## src/include/apple1_consts.svh

```systemverilog
`ifndef APPLE1_CONSTS_SVH
`define APPLE1_CONSTS_SVH

// cpu address and data bus
`define APPLE1_ADDR_W 16
`define APPLE1_DATA_W 8

// low ram, 0x0000 up
`define LOW_RAM_LAST 16'h3fff

// cassette interface window
`define ACI_FIRST 16'hc000
`define ACI_LAST 16'hc1ff
`define ACI_PAGE_LAST 16'hc0ff // low page toggles tape out

// basic ram window
`define BASIC_FIRST 16'he000
`define BASIC_LAST 16'hefff

// monitor area, runs to top of memory
`define MONITOR_FIRST 16'hff00

// memory depths in bytes
`define LOW_RAM_DEPTH 16384
`define BASIC_DEPTH 4096
`define MONITOR_DEPTH 256

// system clocks per cpu clock enable
`define CPU_CE_DIV 8

`endif
```

## src/logic/apple1_ctrl_pkg.sv

```systemverilog
`default_nettype none

package apple1_ctrl_pkg;

	// what the audio monitor listens to
	typedef enum logic {
		tape_src_in  = 1'b0, // latched tape input
		tape_src_out = 1'b1  // aci tape out flop
	} tape_src_e;

	// menu and button levels from the board
	typedef struct packed {
		logic      menu_reset;   // osd menu reset
		logic      reset_button; // board button
		logic      reset_key;    // keyboard reset key level
		tape_src_e mon_src;
	} ctrl_status_t;

endpackage

`default_nettype wire

```

## src/logic/cpu_timing.sv

```systemverilog
`timescale 1ns/1ns
`default_nettype none

`include "apple1_consts.svh"

module cpu_timing (
	input  wire                           sys_clock,
	input  wire                           rst_n_i,
	input  apple1_ctrl_pkg::ctrl_status_t ctrl_i,
	input  wire                           downloading_i,
	output logic                          cpu_ce_o,
	output logic                          sys_reset_o
);

	localparam int CNT_W = $clog2(`CPU_CE_DIV);

	logic             key_q;       // key level, last cycle
	logic             key_edge;
	logic             sys_reset_q;
	logic [CNT_W-1:0] ce_cnt;
	logic             ce_q;

	// only the press matters, a held key would keep the board in reset
	assign key_edge = ctrl_i.reset_key & ~key_q;

	always_ff @(posedge sys_clock) begin
		if (!rst_n_i) begin
			key_q       <= 1'b1; // no edge right out of reset
			sys_reset_q <= 1'b1;
		end else begin
			key_q       <= ctrl_i.reset_key;
			sys_reset_q <= ctrl_i.menu_reset | ctrl_i.reset_button | key_edge;
		end
	end

	// divider restarts with every reset
	always_ff @(posedge sys_clock) begin
		if (!rst_n_i || sys_reset_q) begin
			ce_cnt <= '0;
			ce_q   <= 1'b0;
		end else begin
			if (ce_cnt == CNT_W'(`CPU_CE_DIV - 1))
				ce_cnt <= '0;
			else
				ce_cnt <= ce_cnt + 1'b1;
			// count runs on during a download, only the pulse is held off
			ce_q <= (ce_cnt == CNT_W'(`CPU_CE_DIV - 1)) & ~downloading_i;
		end
	end

	assign cpu_ce_o    = ce_q;
	assign sys_reset_o = sys_reset_q;

endmodule

`default_nettype wire

```

## config.mk

```make
export PLATFORM = sky130hd
export DESIGN_NAME = cpu_timing
export DESIGN_NICKNAME = d
export VERILOG_FILES = /design/src/logic/apple1_ctrl_pkg.sv /design/src/logic/cpu_timing.sv
export VERILOG_INCLUDE_DIRS = /design/src /design/src/include
export SDC_FILE = /design/constraint.sdc
export NUM_CORES = 1
export LEC_CHECK = 0
export BUFFER_PORTS_ARGS = -buffer_cell sky130_fd_sc_hd__buf_4
export CORE_AREA = 5 5 42 44
export DETAILED_ROUTE_END_ITERATION = 8
export DIE_AREA = 0 0 47 49
export GPL_TIMING_DRIVEN = 0
export REMOVE_ABC_BUFFERS = 1
export SLEW_MARGIN = 25
export SYNTH_ARGS = -nofsm -noshare
export SYNTH_HDL_FRONTEND = slang
export SYNTH_SLANG_ARGS = --single-unit
export TNS_END_PERCENT = 30
```

## constraint.sdc

```tcl
create_clock -name sys_clock -period 1 [get_ports sys_clock]
set_input_delay 0.1 -clock sys_clock [delete_from_list [all_inputs] [get_ports sys_clock]]
set_output_delay 0.1 -clock sys_clock [all_outputs]
set_load 0.02 [all_outputs]
```

==> impl_metrics.yaml <==
timing:
  skew_ns: 0.00118
  layout_setup_ws_ns: -0.0417
  finalHoldViolCount: 0
  setup_viol: 3
  fmax_mhz: 960
  post-route-period-util_pct: 104
  drv_slew: 0
  period_needed_ns: 1.04
  worst_pin_slew_ns: 0.165
  whs_ns: 0.0517
  max-slew-margin-rel_pct: 89.0
  rsz0062_at_grt: "true"
synth:
  synth_seq_area_share_pct: 55.5
  netlist_area_um2: 216
  ys.flop_type: "dfxtp_1"
  yosysWarnings: 0
  yosys.area.top_type: "dfxtp_1"
  synth.distinct_cells: 10
  synth.top_cell.area_share_pct: 55.5
  synth_area_per_cell_um2: 12.7
  synthArstFlopShare_pct: 0
  yosysMostFrequentCell: "dfxtp_1"
  synth.area.top_cells: "dfxtp_1 (55%), ha_1 (12%), and2_2 (6.9%)"
  yosys-top-cells-count: "dfxtp_1 (6), and2_2 (2), ha_1 (2)"
  synth_edf_count: 0
  syn_inst: 17
  ys_ff_latch: 6
cells_and_area:
  final_util_pct: 24.7
  final_nets: 38
  drive_gt1_share_pct: 70.4
  area_growth_pct: 60.1
  antenna_cells: 0
  fin_area_um2: 347
clock_network:
  cts_inserted_buffers: 3
  clock-sinks: 6
  clkTransAtPathRegs_ns: 0.04
  cts_tree: "done"
  clock_path_buffers: 2
  htreeDepth: 1
  clkLatencyLatePin_ns: 0.24
  root_buffer: "clkbuf_4"
place:
  routabilityCongestion: 0.615
  hpwl_um: 313
  postPlaceCellArea_um2: 289
  port_buffers: 7
global_route:
  grtUsageTotal_pct: 4.65
  grt_pass1_vias: 168
  grt_antenna_before_repair: 0
  grt_pass1_wl_um: 655
  grt_max_degree: 5
  grt-ovfl-total: 0
route:
  viasPerCell: 3.70
  drt_iter0_drc: 0
  wl_per_cell_um: 9.56
  drc: 0
  vias: 159
  wl_um: 411
  drt_pre_antenna_iters: 1
  ant_nets: 0
pwr:
  p_per_area_nw_per_um2: 1430
  p_leak_nw: 0.144
  ir_drop_mv: 0.514
status:
  violations: "negative setup slack"
  outcome: "finished with violations"
worst_setup_path:
  crit_arrival_ns: 1.22
  r2r_cells: 4
  path_max_fanout: 3
  worst-r2r-setup-slack_ns: -0.04
  crit_chain: "ha_4, ha_4, nor3b_4, and2b_2"
  crit_type: "flop to flop"
  slowest_stage: "dfxtp_2"
  endpoint_kind: "flop"
  cp_top_family: "simple AND/OR/NAND/NOR gates"
  cpPeakStageDelay_ns: 0.32
  cpMostUsedCell: "ha_4"
  critical_path_buf_inv_count: 0
  r2r_start: "ce_cnt[0]"
  worst_setup_path_start_kind: "flop"
  required_ns: 1.18
  r2r-end: "ce_cnt[0]"
hold_path:
  hp-start: "ctrl_i[1]"
  min_to: "key_q"
  min_path_type: "input port to flop"
  hold_depth: 2
floorplanning:
  die_h_um: 49
  die_w_um: 47
  coreArea_um2: 1400
  io_pins: 9
  num_rows: 14
  start_util_pct: 15.4
  dieArea_um2: 2300
job:
  cap_violations: 0
[sequential cells by signal (all words and copies together) (netlist names)]
signal,cells
sys_reset_o,1
key_q,1
cpu_ce_o,1
ce_cnt,3
[layout by cell type, fill, tap and decap left out]
| cell type | instances |
|---|---|
| dfxtp_1 | 4 |
| dfxtp_2 | 2 |
| buf_4 | 7 |
| nor3b_4 | 1 |
| and2_4 | 1 |
| nor2_1 | 1 |
| or2b_1 | 1 |
| and4bb_2 | 1 |
| ha_4 | 2 |
| nand2b_1 | 1 |
| and2_2 | 1 |
| nand3_1 | 1 |
| and2b_2 | 1 |
| clkbuf_4 | 3 |
[kinds of logic (layout without fill, tap and decap cells)]
family,count (synthesis),in the layout,synth area share [%]
adder cells (fa/ha/maj),2,2,11.6
buffers and inverters,0,10,0
flip-flops,6,6,55.5
AND/OR/NAND/NOR,9,9,32.9
[layout make-up]
class                      instances  area [um2]
tap                               16        20.0
multi-input combinational         11         129
clock buffer                       3        22.5
timing repair buffer               7        52.6
sequential                         6         123
fill                             165        1050
[metrics by stage]
step	setup slack [ns]	power (mW)	instances	TNS [ns]
after detailed placement	-0.115	0.283	40	-0.367
after floorplan	-0.0303	0.262	17	-0.0897
final	-0.0417	0.496	43	-0.112
after global routing	-0.0940	0.522	43	-0.278
after global placement	-0.105	0.282	40	-0.324
after CTS	-0.0770	0.511	43	-0.215
[repair_timing]
action / in CTS / in global routing
hold buffers: 0 / 0
pin swaps: 4 / 3
buffers inserted: 0 / 0
setup endpoints to repair: 4 / 3
gates resized for setup: 8 / 0
[routing by layer]
layer / global-route usage (%) / wire length [um]
met1: 4.19 / 157
met2: 5.88 / 181
met3: 6.64 / 72
met4: 1.38 / 0
met5: 0 / 0
[worst max path at each step]
stage | depth (start not counted) | start | endpoint
2_1_floorplan | 4 | ce_cnt[0] | ce_cnt[1]
3_3_place_gp | 4 | ce_cnt[0] | ce_cnt[0]
3_5_place_dp | 4 | ce_cnt[0] | ce_cnt[1]
4_1_cts | 4 | ce_cnt[0] | ce_cnt[0]
5_1_grt | 4 | ce_cnt[0] | ce_cnt[0]
6_report | 4 | ce_cnt[0] | ce_cnt[0]
[report_power, final]
group | switching (mW) | leakage, nW | internal, mW
logic | 0.0101 | 0.0799 | 0.0225
registers | 0.00329 | 0.0498 | 0.245
clock network | 0.0799 | 0.0138 | 0.135
total | 0.0933 | 0.144 | 0.403
Note: power is estimated with default switching activity, not from simulation.
