### src/include/apple1_consts.svh
`ifndef APPLE1_CONSTS_SVH
`define APPLE1_CONSTS_SVH

// cpu address and data bus
`define APPLE1_ADDR_W 16
`define APPLE1_DATA_W 8

// low ram, 0x0000 up
`define LOW_RAM_LAST 16'h3fff

// cassette interface window
`define ACI_FIRST 16'hc000
`define ACI_LAST 16'hc1ff
`define ACI_PAGE_LAST 16'hc0ff // low page toggles tape out

// basic ram window
`define BASIC_FIRST 16'he000
`define BASIC_LAST 16'hefff

// monitor area, runs to top of memory
`define MONITOR_FIRST 16'hff00

// memory depths in bytes
`define LOW_RAM_DEPTH 16384
`define BASIC_DEPTH 4096
`define MONITOR_DEPTH 256

// system clocks per cpu clock enable
`define CPU_CE_DIV 8

`endif
### src/logic/apple1_ctrl_pkg.sv
`default_nettype none

package apple1_ctrl_pkg;

	// what the audio monitor listens to
	typedef enum logic {
		tape_src_in  = 1'b0, // latched tape input
		tape_src_out = 1'b1  // aci tape out flop
	} tape_src_e;

	// menu and button levels from the board
	typedef struct packed {
		logic      menu_reset;   // osd menu reset
		logic      reset_button; // board button
		logic      reset_key;    // keyboard reset key level
		tape_src_e mon_src;
	} ctrl_status_t;

endpackage

`default_nettype wire

### src/logic/apple1_bus_pkg.sv
`default_nettype none

`include "apple1_consts.svh"

package apple1_bus_pkg;

	typedef logic [`APPLE1_ADDR_W-1:0] bus_addr_t; // cpu address
	typedef logic [`APPLE1_DATA_W-1:0] bus_data_t; // one byte

	// one request on the shared bus
	typedef struct packed {
		bus_addr_t addr;  // byte address
		bus_data_t wdata; // write byte
		logic      we;    // write strobe
	} bus_req_t;

	// decoded address regions
	typedef enum logic [2:0] {
		region_low_ram  = 3'd0,
		region_aci      = 3'd1,
		region_basic    = 3'd2,
		region_monitor  = 3'd3,
		region_unmapped = 3'd4 // reads zero
	} region_e;

	// who drives the shared bus
	typedef enum logic {
		owner_cpu    = 1'b0,
		owner_loader = 1'b1
	} bus_owner_e;

endpackage

`default_nettype wire

### src/logic/cassette_interface.sv
`timescale 1ns/1ns
`default_nettype none

`include "apple1_consts.svh"

module cassette_interface (
	input  wire                        sys_clock,
	input  wire                        rst_n_i,
	input  apple1_bus_pkg::bus_addr_t  addr_i,
	input  wire                        cpu_ce_i,
	input  wire                        tape_rx_i,
	input  apple1_ctrl_pkg::tape_src_e mon_src_i,
	output apple1_bus_pkg::bus_data_t  aci_rdata_o,
	output logic                       audio_l_o,
	output logic                       audio_r_o
);

	logic        tape_in_q;  // line comes in inverted
	logic        tape_out_q;
	logic        aci_page;   // address in 0xc000-0xc0ff
	logic        mon_bit;
	logic [16:0] dac_acc;    // bit 16 is the carry out
	logic        audio_q;

	always_ff @(posedge sys_clock) begin
		tape_in_q <= ~tape_rx_i;
	end

	assign aci_page = (addr_i >= `ACI_FIRST) && (addr_i <= `ACI_PAGE_LAST);

	// any cpu access to the low page flips the output
	always_ff @(posedge sys_clock) begin
		if (!rst_n_i)
			tape_out_q <= 1'b0;
		else if (cpu_ce_i && aci_page)
			tape_out_q <= ~tape_out_q;
	end

	// bit 0 carries the tape, upper bits read zero
	assign aci_rdata_o = {{(`APPLE1_DATA_W-1){1'b0}}, tape_in_q};

	assign mon_bit = (mon_src_i == apple1_ctrl_pkg::tape_src_in) ? tape_in_q : tape_out_q;

	// first order sigma-delta, input is the bit at half scale
	always_ff @(posedge sys_clock) begin
		if (!rst_n_i) begin
			dac_acc <= '0;
			audio_q <= 1'b0;
		end else begin
			dac_acc <= {1'b0, dac_acc[15:0]} + {1'b0, mon_bit, 15'b0};
			audio_q <= dac_acc[16]; // one cycle behind the sum
		end
	end

	// same signal on both channels
	assign audio_l_o = audio_q;
	assign audio_r_o = audio_q;

endmodule

`default_nettype wire

### config.mk
export PLATFORM = sky130hd
export DESIGN_NAME = cassette_interface
export DESIGN_NICKNAME = d
export VERILOG_FILES = /design/src/logic/apple1_ctrl_pkg.sv /design/src/logic/apple1_bus_pkg.sv /design/src/logic/cassette_interface.sv
export VERILOG_INCLUDE_DIRS = /design/src /design/src/include
export SDC_FILE = /design/constraint.sdc
export NUM_CORES = 1
export LEC_CHECK = 0
export BUFFER_PORTS_ARGS = -buffer_cell sky130_fd_sc_hd__buf_4
export CAP_MARGIN = 20
export CORE_AREA = 2 2 39 41
export DETAILED_ROUTE_END_ITERATION = 8
export DIE_AREA = 0 0 41 43
export GPL_TIMING_DRIVEN = 0
export SYNTH_ARGS = -nofsm -noshare
export SYNTH_HDL_FRONTEND = slang
export SYNTH_SLANG_ARGS = --single-unit
### constraint.sdc
create_clock -name sys_clock -period 1.7 [get_ports sys_clock]
set_clock_uncertainty 0.1 [all_clocks]
set_input_delay 0.51 -clock sys_clock [delete_from_list [all_inputs] [get_ports sys_clock]]
set_output_delay 0.51 -clock sys_clock [all_outputs]
set_load 0.005 [all_outputs]
==> impl_metrics.py <==
metrics = {
    "run_status": {
        "status": "complete, no violations",
    },
    "detailed_routing": {
        "wl_per_cell_um": 6.235,
        "vias": 218,
        "antenna_left": 0,
        "drc": 0,
        "drt_pre_antenna_iters": 1,
        "drtIter0Drc": 0,
        "finalWirelength_um": 424,
        "via_per_inst": 3.206,
    },
    "job": {
        "drv_cap": 0,
    },
    "timing": {
        "fmax_mhz": 717.3,
        "hold_viol_final": 0,
        "period_share_pct": 82.01,
        "setup_viol": 0,
        "tns_ns": 0,
        "rsz0062_at_grt": "no",
        "slew_violations": 0,
        "fin_crit_ns": 1.394,
    },
    "power": {
        "comb_power_share_pct": 16.2,
        "p_sw_share_pct": 19.50,
        "internal_power_uw": 246.1,
        "p_sw_uw": 59.59,
        "seqPwrFrac_pct": 40.4,
        "power_frac_clock_pct": 43.5,
        "leakage_uw": 0.0002378,
        "powerDensity_nw_per_um2": 684.3,
        "vdd_drop_max_mv": 0.3904,
    },
    "clock_network": {
        "clock_latency_ns": 0.24,
        "cts-htree-levels": 1,
        "ctsHoldBuffers": 0,
        "cts_buffers": 3,
        "cts_setup_buffers": 0,
        "max-clock-path-buffers": 2,
        "cts_root_buf": "clkbuf_4",
        "cts_tree": "yes",
        "cts.clk_slew.worst_paths_ns": 0.04,
        "cts.sinks": 5,
        "cts_resized": 0,
    },
    "final_layout": {
        "antenna_cells": 0,
        "postLayoutCoreUtil_pct": 32.28,
        "area_growth_pct": 68.40,
        "fin_nets": 75,
        "multi_input_area_um2": 116.4,
        "drive_above_1_share_pct": 55.77,
        "fillers": 150,
        "regArea_um2": 100.1,
    },
    "grt": {
        "antenna_found_initial": 0,
        "grt_pass1_vias": 200,
        "overflow": 0,
        "grt_pass1_wl_um": 703,
        "track_usage_pct": 6.231,
        "grt_max_degree": 6,
    },
    "logic_synthesis": {
        "yosysSeqAreaShare_pct": 37.74,
        "ys_types": 13,
        "ys_ff_latch": 5,
        "netlist_area_um2": 265.3,
        "synth.avg_cell_area_um2": 9.824,
        "synth_cells": 27,
        "yosysWarnings": 0,
    },
    "critical_path": {
        "cp_slowest_cell": "dfxtp_1",
        "crit_required_ns": 1.09,
        "cp_max_fo": 2,
        "cp_common_cell": "buf_4",
        "crit_type": "flip-flop to output port",
        "crit_path_max_incr_delay_ns": 0.30,
        "critPathArrivalTime_ns": 0.78,
        "crit_chain": "buf_4 -> buf_4",
        "crit_buf_inv": 2,
        "endpoint_kind": "output port",
        "worst-path-stages": 2,
        "critPathLaunchType": "flip-flop",
        "crit_family": "flip-flops",
        "reg2reg_depth": 3,
    },
    "placed_design": {
        "numPortBuffers": 15,
        "place.gp.congestion": 0.5655,
    },
    "floorplanning": {
        "chipWidth_um": 41,
        "die_area_um2": 1763,
        "ios": 31,
        "num_rows": 14,
        "floorplan.initialDensity_pct": 19.17,
        "die_y_um": 43,
        "coreArea_um2": 1384,
    },
    "hold_path": {
        "hp-class": "input pin to flip-flop",
        "min_path_cells": 2,
    },
}
-- synth_stat cells --
cell      instances  area share (%)
and2_1            3             7.1
buf_4             9              25
conb_1            1             1.4
dfxtp_1           5              38
ha_1              1             4.7
inv_1             1             1.4
mux2_2            1             4.2
mux2i_1           1             3.8
nand2_1           1             1.4
nand2b_1          1             2.4
nand4b_1          1             3.3
nor4_2            1             4.7
or3_1             1             2.4
-- worst reg2reg max path, delay by kind of cell (launching register included) --
family	cells	cell delay, ns
adders and majority gates	1	0.26
DFF	1	0.31
muxes	1	0.26
and+or+nand+nor	1	0.13
-- power groups by stage --
stage | combinational, uW | clock (uW) | sequential (uW)
after CTS | 49.8 | 141 | 123
after global routing | 55.8 | 154 | 123
after detailed placement | 49.7 | 0 | 125
after global placement | 48.8 | 0 | 125
final | 49.4 | 133 | 123
after floorplan | 24.3 | 0 | 125
-- state kept, by name, indices dropped and copies added (netlist names) --
| name | count |
|---|---|
| dac_acc | 2 |
| tape_out_q | 1 |
| audio_l_o | 1 |
| tape_in_q | 1 |
-- metrics by stage --
stage / power [uW] / std cells / instance area [um^2] / hold WS (ns) / setup WS, ns
global placement: 174.0 / 64 / 420.4 / 0.3159 / 0.1328
floorplan: 149.2 / 33 / 287.8 / 0.3118 / 0.2932
global route: 333.1 / 68 / 446.7 / 0.3055 / 0.2556
detailed placement: 175.1 / 64 / 420.4 / 0.3409 / 0.1336
finish: 305.7 / 68 / 446.7 / 0.3143 / 0.3059
CTS: 314.3 / 68 / 446.7 / 0.3037 / 0.2911
-- routing by layer --
layer	vias to the layer above	track usage [%]	part of all wire [%]
met1	87	5.484	36
met2	10	9.375	53
met5	-	0	0
li1	121	-	-
met3	0	4.712	11
met4	0	4.000	0
-- kinds of logic after synthesis --
family / share of synthesized area, %
buffers and inverters: 26.88
AND/OR/NAND/NOR: 21.23
flip-flops: 37.74
multiplexers: 8.019
adder cells (fa/ha/maj): 4.716
other: 1.414
-- layout by cell type, fill, tap and decap left out, drive strengths merged, types with 3 or more instances in the layout --
master,n
dfxtp,5
buf,24
clkbuf,4
conb,7
and2,3
-- path summary, 6_finish.rpt --
check | startpoint | to | slack (ns)
worst max-delay path | tape_in_q | aci_rdata_o[0] | 0.31
worst min-delay path | tape_rx_i | tape_in_q | 0.31
worst max register to register | tape_out_q | dac_acc[15] | 0.53
worst min register to register | dac_acc[16] | audio_l_o | 0.34
-- final cells by class --
| type | count | area share, % |
|---|---|---|
| Tap cell | 16 | 4.482 |
| Sequential cell | 5 | 22.41 |
| Clock buffer | 4 | 5.882 |
| Timing Repair Buffer | 15 | 25.21 |
| Multi-Input combinational cell | 18 | 26.05 |
| Inverter | 1 | 0.8403 |
| Buffer | 9 | 15.13 |
(Power assumes the default switching activity.)
