### src/include/apple1_consts.svh
`ifndef APPLE1_CONSTS_SVH
`define APPLE1_CONSTS_SVH

// cpu address and data bus
`define APPLE1_ADDR_W 16
`define APPLE1_DATA_W 8

// low ram, 0x0000 up
`define LOW_RAM_LAST 16'h3fff

// cassette interface window
`define ACI_FIRST 16'hc000
`define ACI_LAST 16'hc1ff
`define ACI_PAGE_LAST 16'hc0ff // low page toggles tape out

// basic ram window
`define BASIC_FIRST 16'he000
`define BASIC_LAST 16'hefff

// monitor area, runs to top of memory
`define MONITOR_FIRST 16'hff00

// memory depths in bytes
`define LOW_RAM_DEPTH 16384
`define BASIC_DEPTH 4096
`define MONITOR_DEPTH 256

// system clocks per cpu clock enable
`define CPU_CE_DIV 8

`endif
### src/logic/apple1_bus_pkg.sv
`default_nettype none

`include "apple1_consts.svh"

package apple1_bus_pkg;

	typedef logic [`APPLE1_ADDR_W-1:0] bus_addr_t; // cpu address
	typedef logic [`APPLE1_DATA_W-1:0] bus_data_t; // one byte

	// one request on the shared bus
	typedef struct packed {
		bus_addr_t addr;  // byte address
		bus_data_t wdata; // write byte
		logic      we;    // write strobe
	} bus_req_t;

	// decoded address regions
	typedef enum logic [2:0] {
		region_low_ram  = 3'd0,
		region_aci      = 3'd1,
		region_basic    = 3'd2,
		region_monitor  = 3'd3,
		region_unmapped = 3'd4 // reads zero
	} region_e;

	// who drives the shared bus
	typedef enum logic {
		owner_cpu    = 1'b0,
		owner_loader = 1'b1
	} bus_owner_e;

endpackage

`default_nettype wire

### src/logic/bus_arbiter.sv
`timescale 1ns/1ns
`default_nettype none

module bus_arbiter (
	input  apple1_bus_pkg::bus_req_t   cpu_req_i,
	input  apple1_bus_pkg::bus_req_t   dl_req_i,
	input  wire                        downloading_i,
	output apple1_bus_pkg::bus_req_t   grant_req_o,
	output apple1_bus_pkg::bus_owner_e owner_o,
	output logic                       led_o
);

	logic dl_owns; // loader has a byte to write

	// loader only takes the bus on its write strobe,
	// between loader bytes the cpu keeps running
	assign dl_owns = downloading_i & dl_req_i.we;

	always_comb begin
		if (dl_owns) begin
			grant_req_o = dl_req_i; // a cpu write this cycle is dropped
			owner_o     = apple1_bus_pkg::owner_loader;
		end else begin
			grant_req_o = cpu_req_i;
			owner_o     = apple1_bus_pkg::owner_cpu;
		end
	end

	// activity light, lit while the loader writes
	assign led_o = (owner_o == apple1_bus_pkg::owner_loader);

endmodule

`default_nettype wire

### config.mk
export PLATFORM = sky130hd
export DESIGN_NAME = bus_arbiter
export DESIGN_NICKNAME = d
export VERILOG_FILES = /design/src/logic/apple1_bus_pkg.sv /design/src/logic/bus_arbiter.sv
export VERILOG_INCLUDE_DIRS = /design/src /design/src/include
export SDC_FILE = /design/constraint.sdc
export NUM_CORES = 1
export LEC_CHECK = 0
export BUFFER_PORTS_ARGS = -buffer_cell sky130_fd_sc_hd__buf_4
export CORE_MARGIN = 2
export CORE_UTILIZATION = 26
export DETAILED_ROUTE_END_ITERATION = 8
export PLACE_DENSITY = 0.84
export SETUP_SLACK_MARGIN = 0.02
export SYNTH_ARGS = -nofsm -noshare
export SYNTH_HDL_FRONTEND = slang
export SYNTH_SLANG_ARGS = --single-unit
### constraint.sdc
create_clock -name vclk -period 1.2
set_clock_uncertainty 0.2 [all_clocks]
set_input_delay 0.12 -clock vclk [all_inputs]
set_output_delay 0.12 -clock vclk [all_outputs]
set_load 0.05 [all_outputs]
==> results of run 1 <==
## metal layers
layer / part of all wire, % / GRT usage, % / vias up
met5: 0 / 0 / -
met2: 64 / 45.8 / 34
met4: 0.98 / 1.88 / 0
li1: - / - / 274
met3: 7.1 / 2.55 / 2
met1: 27 / 17.5 / 269
## area by class of cell
type | count | area, um^2
timing repair buffer | 80 | 718
tap | 15 | 18.8
inverter | 1 | 7.51
multi-input combinational | 29 | 447
fill | 62 | 159
## per-stage QoR
step / total power, mW / hold WS (ps) / setup slack [ps]
after global placement: 0.610 / 387 / -142
after global routing: 0.758 / 396 / 14.3
after CTS: 0.708 / 385 / 18.2
after floorplan: 0.397 / 262 / 24.1
final: 0.737 / 382 / 29.9
after detailed placement: 0.621 / 385 / -178
## how the worst max path moves through the flow
stage | start | to | cells past startpoint
floorplan | dl_req_i[0] | owner_o | 4
global route | downloading_i | grant_req_o[8] | 4
detailed placement | dl_req_i[0] | grant_req_o[2] | 4
finish | downloading_i | grant_req_o[8] | 4
CTS | dl_req_i[0] | grant_req_o[17] | 4
global placement | dl_req_i[0] | grant_req_o[2] | 4
## power groups by stage
stage	sequential (mW)	combinational [mW]	clock [mW]
3_3_place_gp	0	0.610	0
3_5_place_dp	0	0.621	0
4_1_cts	0	0.708	0
6_report	0	0.737	0
5_1_grt	0	0.758	0
2_1_floorplan	0	0.397	0
## kinds of logic after synthesis
family,after synthesis
buf+inv,4
mux,24
simple gates,2
## layout by cell type, fill, tap and decap left out
cell type,count
mux2_4,24
buf_4,58
buf_12,1
nand2b_1,1
clkinvlp_4,1
buf_6,14
nand2_8,4
buf_8,7
## repair_timing
| action | 4_1_cts | 5_1_grt |
|---|---|---|
| gates cloned | 3 | 0 |
| hold buffers | 0 | 0 |
| endpoints found under the hold margin | 0 | 0 |
| gates resized for setup | 30 | 10 |
| setup endpoints to repair | 24 | 13 |
| pin swaps | 2 | 1 |
| buffers inserted | 2 | 0 |
==> summary.md, run 1 <==
| Metric | Value |
|---|---|
| Clock buf count | `0` |
| Switch Pwr | `383 uW` |
| Final instance area | `1190 um^2` |
| Die area | `1820 um^2` |
| Cells after DPL | `120` |
| Post-synth top cells | `18 x mux2_4, 6 x mux2_2, 2 x buf_6` |
| Cells after synthesis | `30` |
| Max-cap viol count | `0` |
| Cell-internal power | `354 uW` |
| Combinational power share | `100.0%` |
| Synth top area share | `69.5%` |
| Peak VDD IR | `0.000397 V` |
| Placer Congestion | `0.660` |
| Crit Path Max Fanout | `6` |
| Synth-to-Final Area Change | `206%` |
| Total track usage | `19.9%` |
| Worst EP arrival | `850 ps` |
| Clk pwr share | `0%` |
| Worst-Margin Slew | `149 ps` |
| Max-slew violation count | `0` |
| Synthesized area per cell | `13.0 um^2` |
| Non-Filler Instances | `125` |
| Drt initial violations | `3` |
| Area fraction in compound gates after synthesis | `0%` |
| Sequential cells | `0` |
| Post-synthesis sequential area ratio | `0%` |
| Flop pwr share | `0%` |
| Status | `finished, final reports clean` |
| Setup-failing EPs final | `0` |
| Drt wl/cell | `18.8 um` |
| Cell taking the most area after synthesis | `mux2_4` |
| Final core utilization | `88.2%` |
| CP Class | `in2out` |
| Final worst path period share | `97.5%` |
| Hold_sp | `cpu_req_i[0]` |
| Die H | `42.7 um` |
| Routed Antenna Nets | `0` |
| Layout cells sized above 1 | `99.1%` |
| Distinct cells, synth | `7` |
| Cell-by-cell trace of the critical path | `buf_8 > nand2_8 > mux2_4 > buf_4` |
| CP max stage cell | `mux2_4` |
| Final hold violation count | `0` |
| Post-route DRC | `0` |
| Kind of cell adding the most delay to the critical path | `buffers and inverters` |
| Hold path depth | `3` |
| Worst EP required | `880 ps` |
| Fin nets | `163` |
| Chip Width | `42.7 um` |
| Most common cell in the netlist | `mux2_4` |
| First-pass GRT wire length | `2790 um` |
| Synth Area in Simple Gates | `4.50%` |
| Synthesized Nets | `81` |
| Detailed-route via count | `579` |
| Number of global-route vias before repair | `605` |
| Slew HR | `90.2%` |
| Xor and xnor area share after synthesis | `0%` |
| Crit path buf inv count | `2` |
| RSZ-0062 raised after global routing | `false` |
| FF+latch area | `0 um^2` |
| CP startpoint kind | `input pin` |
| Core area | `1350 um^2` |
| Power density cells | `619 nW/um^2` |
| Post-synthesis adder-cell area fraction | `0%` |
| FMAX | `0.855 GHz` |
| Slowest stage delay, CP | `300 ps` |
| Final wirelength | `2350 um` |
| Hold Path End | `grant_req_o[0]` |
| Multiplexer area fraction after synthesis | `86.8%` |
| Placed cell area | `976 um^2` |
| First-pass DRT Iterations | `2` |
| Setup tns final | `0 ps` |
| Worst hold path type | `in2out` |
| Initial core utilization | `28.8%` |
| Largest net degree at the start of global routing | `8` |
| CP endpoint kind | `output pin` |
| Leakage | `0.660 nW` |
| Port Buffers | `78` |
| Via density | `4.63` |
| Antenna violations before repair | `0` |
| Net Sw Frac | `52.0%` |
| Main area contributors after synthesis | `mux2_4 69%, mux2_2 17%, buf_6 5.8%, nand2_4 2.9%, buf_4 1.9%` |
| Ant diodes | `0` |
| Cell area after synthesis | `389 um^2` |
| Ys Warns | `0` |
| Rows | `13` |
| Tmin final | `1170 ps` |
| Main combinational cell family by area after synthesis | `multiplexers` |
| Grt ovf | `0` |
| Top-Level Pins | `78` |
Note: power is estimated with default switching activity, not from simulation.
==> run 2, diff against run 1 <==
--- a/config.mk
+++ b/config.mk
@@ -11,7 +11,7 @@
 export CORE_UTILIZATION = 26
 export DETAILED_ROUTE_END_ITERATION = 8
 export PLACE_DENSITY = 0.84
-export SETUP_SLACK_MARGIN = 0.02
+export SETUP_SLACK_MARGIN = 0.4
 export SYNTH_ARGS = -nofsm -noshare
 export SYNTH_HDL_FRONTEND = slang
 export SYNTH_SLANG_ARGS = --single-unit
==> summary.md, run 2 (synthesis results as in run 1) <==
| Metric | Value |
|---|---|
| CP startpoint kind | `input pin (unchanged)` |
| Fin worst setup slack | `37.3 ps (was 29.9 ps)` |
| Ant diodes | `0 (unchanged)` |
| Drt initial violations | `9 (was 3)` |
| Kind of cell adding the most delay to the critical path | `multiplexers (was buffers and inverters)` |
| Hold path depth | `3 (unchanged)` |
| Setup tns final | `0 ps (unchanged)` |
| Switch Pwr | `395 uW (was 383 uW)` |
| Net Sw Frac | `51.4% (was 52.0%)` |
| CP Class | `in2out (unchanged)` |
| Placed cell area | `991 um^2 (was 976 um^2)` |
| Via density | `4.89 (was 4.63)` |
| Number of global-route vias before repair | `738 (was 605)` |
| Top-Level Pins | `78 (unchanged)` |
| Final instance area | `1240 um^2 (was 1190 um^2)` |
| Crit path buf inv count | `2 (unchanged)` |
| Sequential cells | `0 (unchanged)` |
| Routed Antenna Nets | `0 (unchanged)` |
| Cell-by-cell trace of the critical path | `buf_12 > nand2_8 > mux2_4 > buf_6 (was buf_8 > nand2_8 > mux2_4 > buf_4)` |
| Leakage | `0.683 nW (was 0.660 nW)` |
| Initial core utilization | `28.8% (unchanged)` |
| Final wirelength | `2620 um (was 2350 um)` |
| Combinational power share | `100.0% (about the same)` |
| Cts hold-fix bufs | `0 (unchanged)` |
| Max-slew violation count | `0 (unchanged)` |
| FF+latch area | `0 um^2 (unchanged)` |
| Placer Congestion | `0.687 (was 0.660)` |
| Peak VDD IR | `0.000389 V (was 0.000397 V)` |
| Final worst path period share | `96.9% (was 97.5%)` |
| First-pass GRT wire length | `3910 um (was 2790 um)` |
| FMAX | `0.860 GHz (was 0.855 GHz)` |
| Detailed-route via count | `611 (was 579)` |
| Layout cells sized above 1 | `100% (was 99.1%)` |
| CP endpoint kind | `output pin (unchanged)` |
| Setup-failing EPs final | `0 (unchanged)` |
| Chip Width | `42.7 um (unchanged)` |
| Slowest stage delay, CP | `310 ps (was 300 ps)` |
| Grt ovf | `0 (unchanged)` |
| Status | `finished, final reports clean (unchanged)` |
| Die H | `42.7 um (unchanged)` |
| Cell-internal power | `374 uW (was 354 uW)` |
| Final hold violation count | `0 (unchanged)` |
| Power Total | `769 uW (was 737 uW)` |
| Port Buffers | `78 (unchanged)` |
| Power density cells | `618 nW/um^2 (was 619 nW/um^2)` |
| Drt wl/cell | `20.9 um (was 18.8 um)` |
| Hold_sp | `cpu_req_i[0] (unchanged)` |
| Worst EP arrival | `840 ps (was 850 ps)` |
| Max-cap viol count | `0 (unchanged)` |
| Crit Path Max Fanout | `7 (was 6)` |
| Slew HR | `92.8% (was 90.2%)` |
| RSZ-0062 raised after global routing | `true (was false)` |
| First-pass DRT Iterations | `2 (unchanged)` |
| Worst-Margin Slew | `108 ps (was 149 ps)` |
| Core area | `1350 um^2 (unchanged)` |
| Clk pwr share | `0% (about the same)` |
| Tmin final | `1160 ps (was 1170 ps)` |
| Synth-to-Final Area Change | `220% (was 206%)` |
| Clock buf count | `0 (unchanged)` |
| Total track usage | `29.4% (was 19.9%)` |
| Fin nets | `163 (unchanged)` |
| Worst hold path type | `in2out (unchanged)` |
| Antenna violations before repair | `0 (unchanged)` |
| Setup WS pre-CTS | `-158 ps (was -178 ps)` |
| Flop pwr share | `0% (about the same)` |
| Post-route DRC | `0 (unchanged)` |
| Die area | `1820 um^2 (unchanged)` |
| Largest net degree at the start of global routing | `8 (unchanged)` |
| Commonest cells after routing, fill and taps aside | `49 x buf_4, 24 x mux2_4, 21 x buf_6 (was 58 x buf_4, 24 x mux2_4, 14 x buf_6)` |
| Hold Path End | `grant_req_o[0] (unchanged)` |
| CP max stage cell | `mux2_4 (unchanged)` |
| Rows | `13 (unchanged)` |
| Cells after DPL | `121 (was 120)` |
| Worst EP required | `880 ps (about the same)` |
| Non-Filler Instances | `125 (unchanged)` |
| Most common cell after layout, fill and taps aside | `buf_4 (unchanged)` |
==> run 2: area by class of cell <==
| cell class | instances | area (um^2) |
|---|---|---|
| fill | 47 | 105 |
| multi-input combinational | 29 | 454 |
| tap | 15 | 18.8 |
| timing repair buffer | 80 | 764 |
| inverter | 1 | 7.51 |
==> run 2: worst max path at each step <==
stage / to / slack [ps] / depth (start not counted) / startpoint
after floorplan: owner_o / 30 / 4 / dl_req_i[0]
after global placement: grant_req_o[3] / -140 / 4 / dl_req_i[0]
after detailed placement: grant_req_o[4] / -160 / 4 / dl_req_i[0]
after CTS: grant_req_o[4] / 50 / 4 / downloading_i
after global routing: grant_req_o[2] / 20 / 4 / downloading_i
final: grant_req_o[20] / 40 / 4 / downloading_i
==> run 2: layer usage <==
layer | wire length (um) | global-route usage (%) | part of all wire [%]
met5 | 0 | 0 | 0
met4 | 93 | 9.38 | 3.6
met3 | 219 | 6.38 | 8.4
met2 | 1490 | 60.3 | 57
met1 | 817 | 27.6 | 31
==> run 2: repair_timing <==
action,CTS,global route
pin swaps,3,1
endpoints found under the hold margin,0,0
buffers inserted,0,1
gates resized for setup,51,1
gates cloned,3,0
endpoints found under the setup margin,27,27
==> run 2: metrics by stage <==
stage | hold slack (ps) | util (%)
final | 369 | 92.2
after global routing | 383 | 92.2
after CTS | 364 | 91.4
after detailed placement | 401 | 73.4
after global placement | 395 | 73.4
after floorplan | 227 | -
==> run 2: power by group through the flow <==
stage	sequential, mW	clock [mW]	combinational, mW
after floorplan	0	0	0.403
after global placement	0	0	0.617
after detailed placement	0	0	0.626
after CTS	0	0	0.751
after global routing	0	0	0.789
final	0	0	0.769
==> run 3, diff against run 2 <==
--- a/config.mk
+++ b/config.mk
@@ -11,6 +11,7 @@
 export CORE_UTILIZATION = 26
 export DETAILED_ROUTE_END_ITERATION = 8
 export PLACE_DENSITY = 0.84
+export RECOVER_POWER = 25
 export SETUP_SLACK_MARGIN = 0.4
 export SYNTH_ARGS = -nofsm -noshare
 export SYNTH_HDL_FRONTEND = slang
==> summary.md, run 3 (synthesis results as in run 1) <==
| Metric | Value |
|---|---|
| Tmin final | `1160 ps (about the same)` |
| Number of global-route vias before repair | `738 (unchanged)` |
| CP endpoint kind | `output pin (unchanged)` |
| Crit Path Max Fanout | `6 (was 7)` |
| Slowest stage delay, CP | `300 ps (was 310 ps)` |
| Slew HR | `81.7% (was 92.8%)` |
| First-pass DRT Iterations | `3 (was 2)` |
| Placer Congestion | `0.687 (unchanged)` |
| Rows | `13 (unchanged)` |
| Final core utilization | `90.5% (was 92.2%)` |
| Core area | `1350 um^2 (unchanged)` |
| Die H | `42.7 um (unchanged)` |
| Drt initial violations | `9 (unchanged)` |
| Worst-Margin Slew | `275 ps (was 108 ps)` |
| Final hold violation count | `0 (unchanged)` |
| GRT busiest layer | `met2 (unchanged)` |
| Met1 usage | `27.6% (unchanged)` |
| Total track usage | `29.4% (unchanged)` |
| Chip Width | `42.7 um (unchanged)` |
| Sequential cells | `0 (unchanged)` |
| Power density cells | `620 nW/um^2 (was 618 nW/um^2)` |
| Final wirelength | `2620 um (about the same)` |
| Status | `finished, final reports clean (unchanged)` |
| Peak VDD IR | `0.000380 V (was 0.000389 V)` |
| Cts hold-fix bufs | `0 (unchanged)` |
| FMAX | `0.859 GHz (was 0.860 GHz)` |
| CP startpoint kind | `input pin (unchanged)` |
| Max-cap viol count | `0 (unchanged)` |
| Most common cell after layout, fill and taps aside | `buf_4 (unchanged)` |
| Final instance area | `1220 um^2 (was 1240 um^2)` |
| Drt wl/cell | `20.9 um (about the same)` |
| Routed Antenna Nets | `0 (unchanged)` |
| RSZ-0062 raised after global routing | `true (unchanged)` |
| Placed cell area | `991 um^2 (unchanged)` |
| Antenna violations before repair | `0 (unchanged)` |
| Met2 usage | `60.3% (unchanged)` |
| Final worst path period share | `97.0% (was 96.9%)` |
| Hold path depth | `3 (unchanged)` |
| Synth-to-Final Area Change | `214% (was 220%)` |
| Top-Level Pins | `78 (unchanged)` |
| First-pass GRT wire length | `3910 um (unchanged)` |
| Worst EP arrival | `840 ps (about the same)` |
| Hold_sp | `cpu_req_i[18] (was cpu_req_i[0])` |
| Setup WS pre-CTS | `-158 ps (unchanged)` |
| Die area | `1820 um^2 (unchanged)` |
| Fin nets | `163 (unchanged)` |
| Initial core utilization | `28.8% (unchanged)` |
| Port Buffers | `78 (unchanged)` |
| Setup-failing EPs final | `0 (unchanged)` |
| Max-slew violation count | `0 (unchanged)` |
| Leakage | `0.675 nW (was 0.683 nW)` |
| Met3 usage | `6.38% (unchanged)` |
| Worst EP required | `880 ps (about the same)` |
| Commonest cells after routing, fill and taps aside | `52 x buf_4, 24 x mux2_4, 18 x buf_6 (was 49 x buf_4, 24 x mux2_4, 21 x buf_6)` |
| Fin worst setup slack | `36.1 ps (was 37.3 ps)` |
| Cells after DPL | `121 (unchanged)` |
| Via density | `4.88 (was 4.89)` |
| Ant diodes | `0 (unchanged)` |
| Largest net degree at the start of global routing | `8 (unchanged)` |
| CP max stage cell | `mux2_4 (unchanged)` |
| FF+latch area | `0 um^2 (unchanged)` |
| Grt ovf | `0 (unchanged)` |
| Worst hold path type | `in2out (unchanged)` |
| Non-Filler Instances | `125 (unchanged)` |
| CP Class | `in2out (unchanged)` |
| Detailed-route via count | `610 (was 611)` |
| Cell-by-cell trace of the critical path | `buf_12 > nand2_8 > mux2_4 > buf_4 (was buf_12 > nand2_8 > mux2_4 > buf_6)` |
| Post-route DRC | `0 (unchanged)` |
| Clock buf count | `0 (unchanged)` |
| Hold Path End | `grant_req_o[18] (was grant_req_o[0])` |
| Setup tns final | `0 ps (unchanged)` |
| Layout cells sized above 1 | `100% (unchanged)` |
-- run 3: metal layers --
layer / vias up / wire [um]
met2: 48 / 1490
li1: 276 / -
met4: 0 / 93
met1: 278 / 820
met3: 8 / 210
met5: - / 0
-- run 3: final cells by class --
class                      count  area (um^2)
tap                           15         18.8
inverter                       1         5.00
multi-input combinational     29          454
fill                          54          129
timing repair buffer          80          743
-- run 3: worst max-delay path by stage --
stage / depth (start not counted) / from / endpoint / slack (ps)
after floorplan: 4 / dl_req_i[0] / owner_o / 30
after global placement: 4 / dl_req_i[0] / grant_req_o[3] / -140
after detailed placement: 4 / dl_req_i[0] / grant_req_o[4] / -160
after CTS: 4 / downloading_i / grant_req_o[4] / 50
after global routing: 4 / downloading_i / grant_req_o[2] / 20
final: 4 / downloading_i / grant_req_o[16] / 40
-- run 3: repair_timing --
item	in CTS	in global routing
setup endpoints to repair	27	27
buffers inserted	0	1
resized for setup	51	1
cloned	3	0
pin swaps	3	1
-- run 3: critical path, delay by kind of cell --
family,cells,cell delay [ps]
buffers and inverters,2,320
muxes,1,300
and+or+nand+nor,1,100
-- run 3: metrics by stage --
stage,power (mW),hold slack (ps)
6_report,0.758,393
5_1_grt,0.777,400
4_1_cts,0.751,364
3_5_place_dp,0.626,401
3_3_place_gp,0.617,395
2_1_floorplan,0.403,227
-- run 3: where the power goes --
part           internal, mW  switching, mW  total (mW)
registers                 0              0           0
clock network             0              0           0
logic                 0.365          0.392       0.758
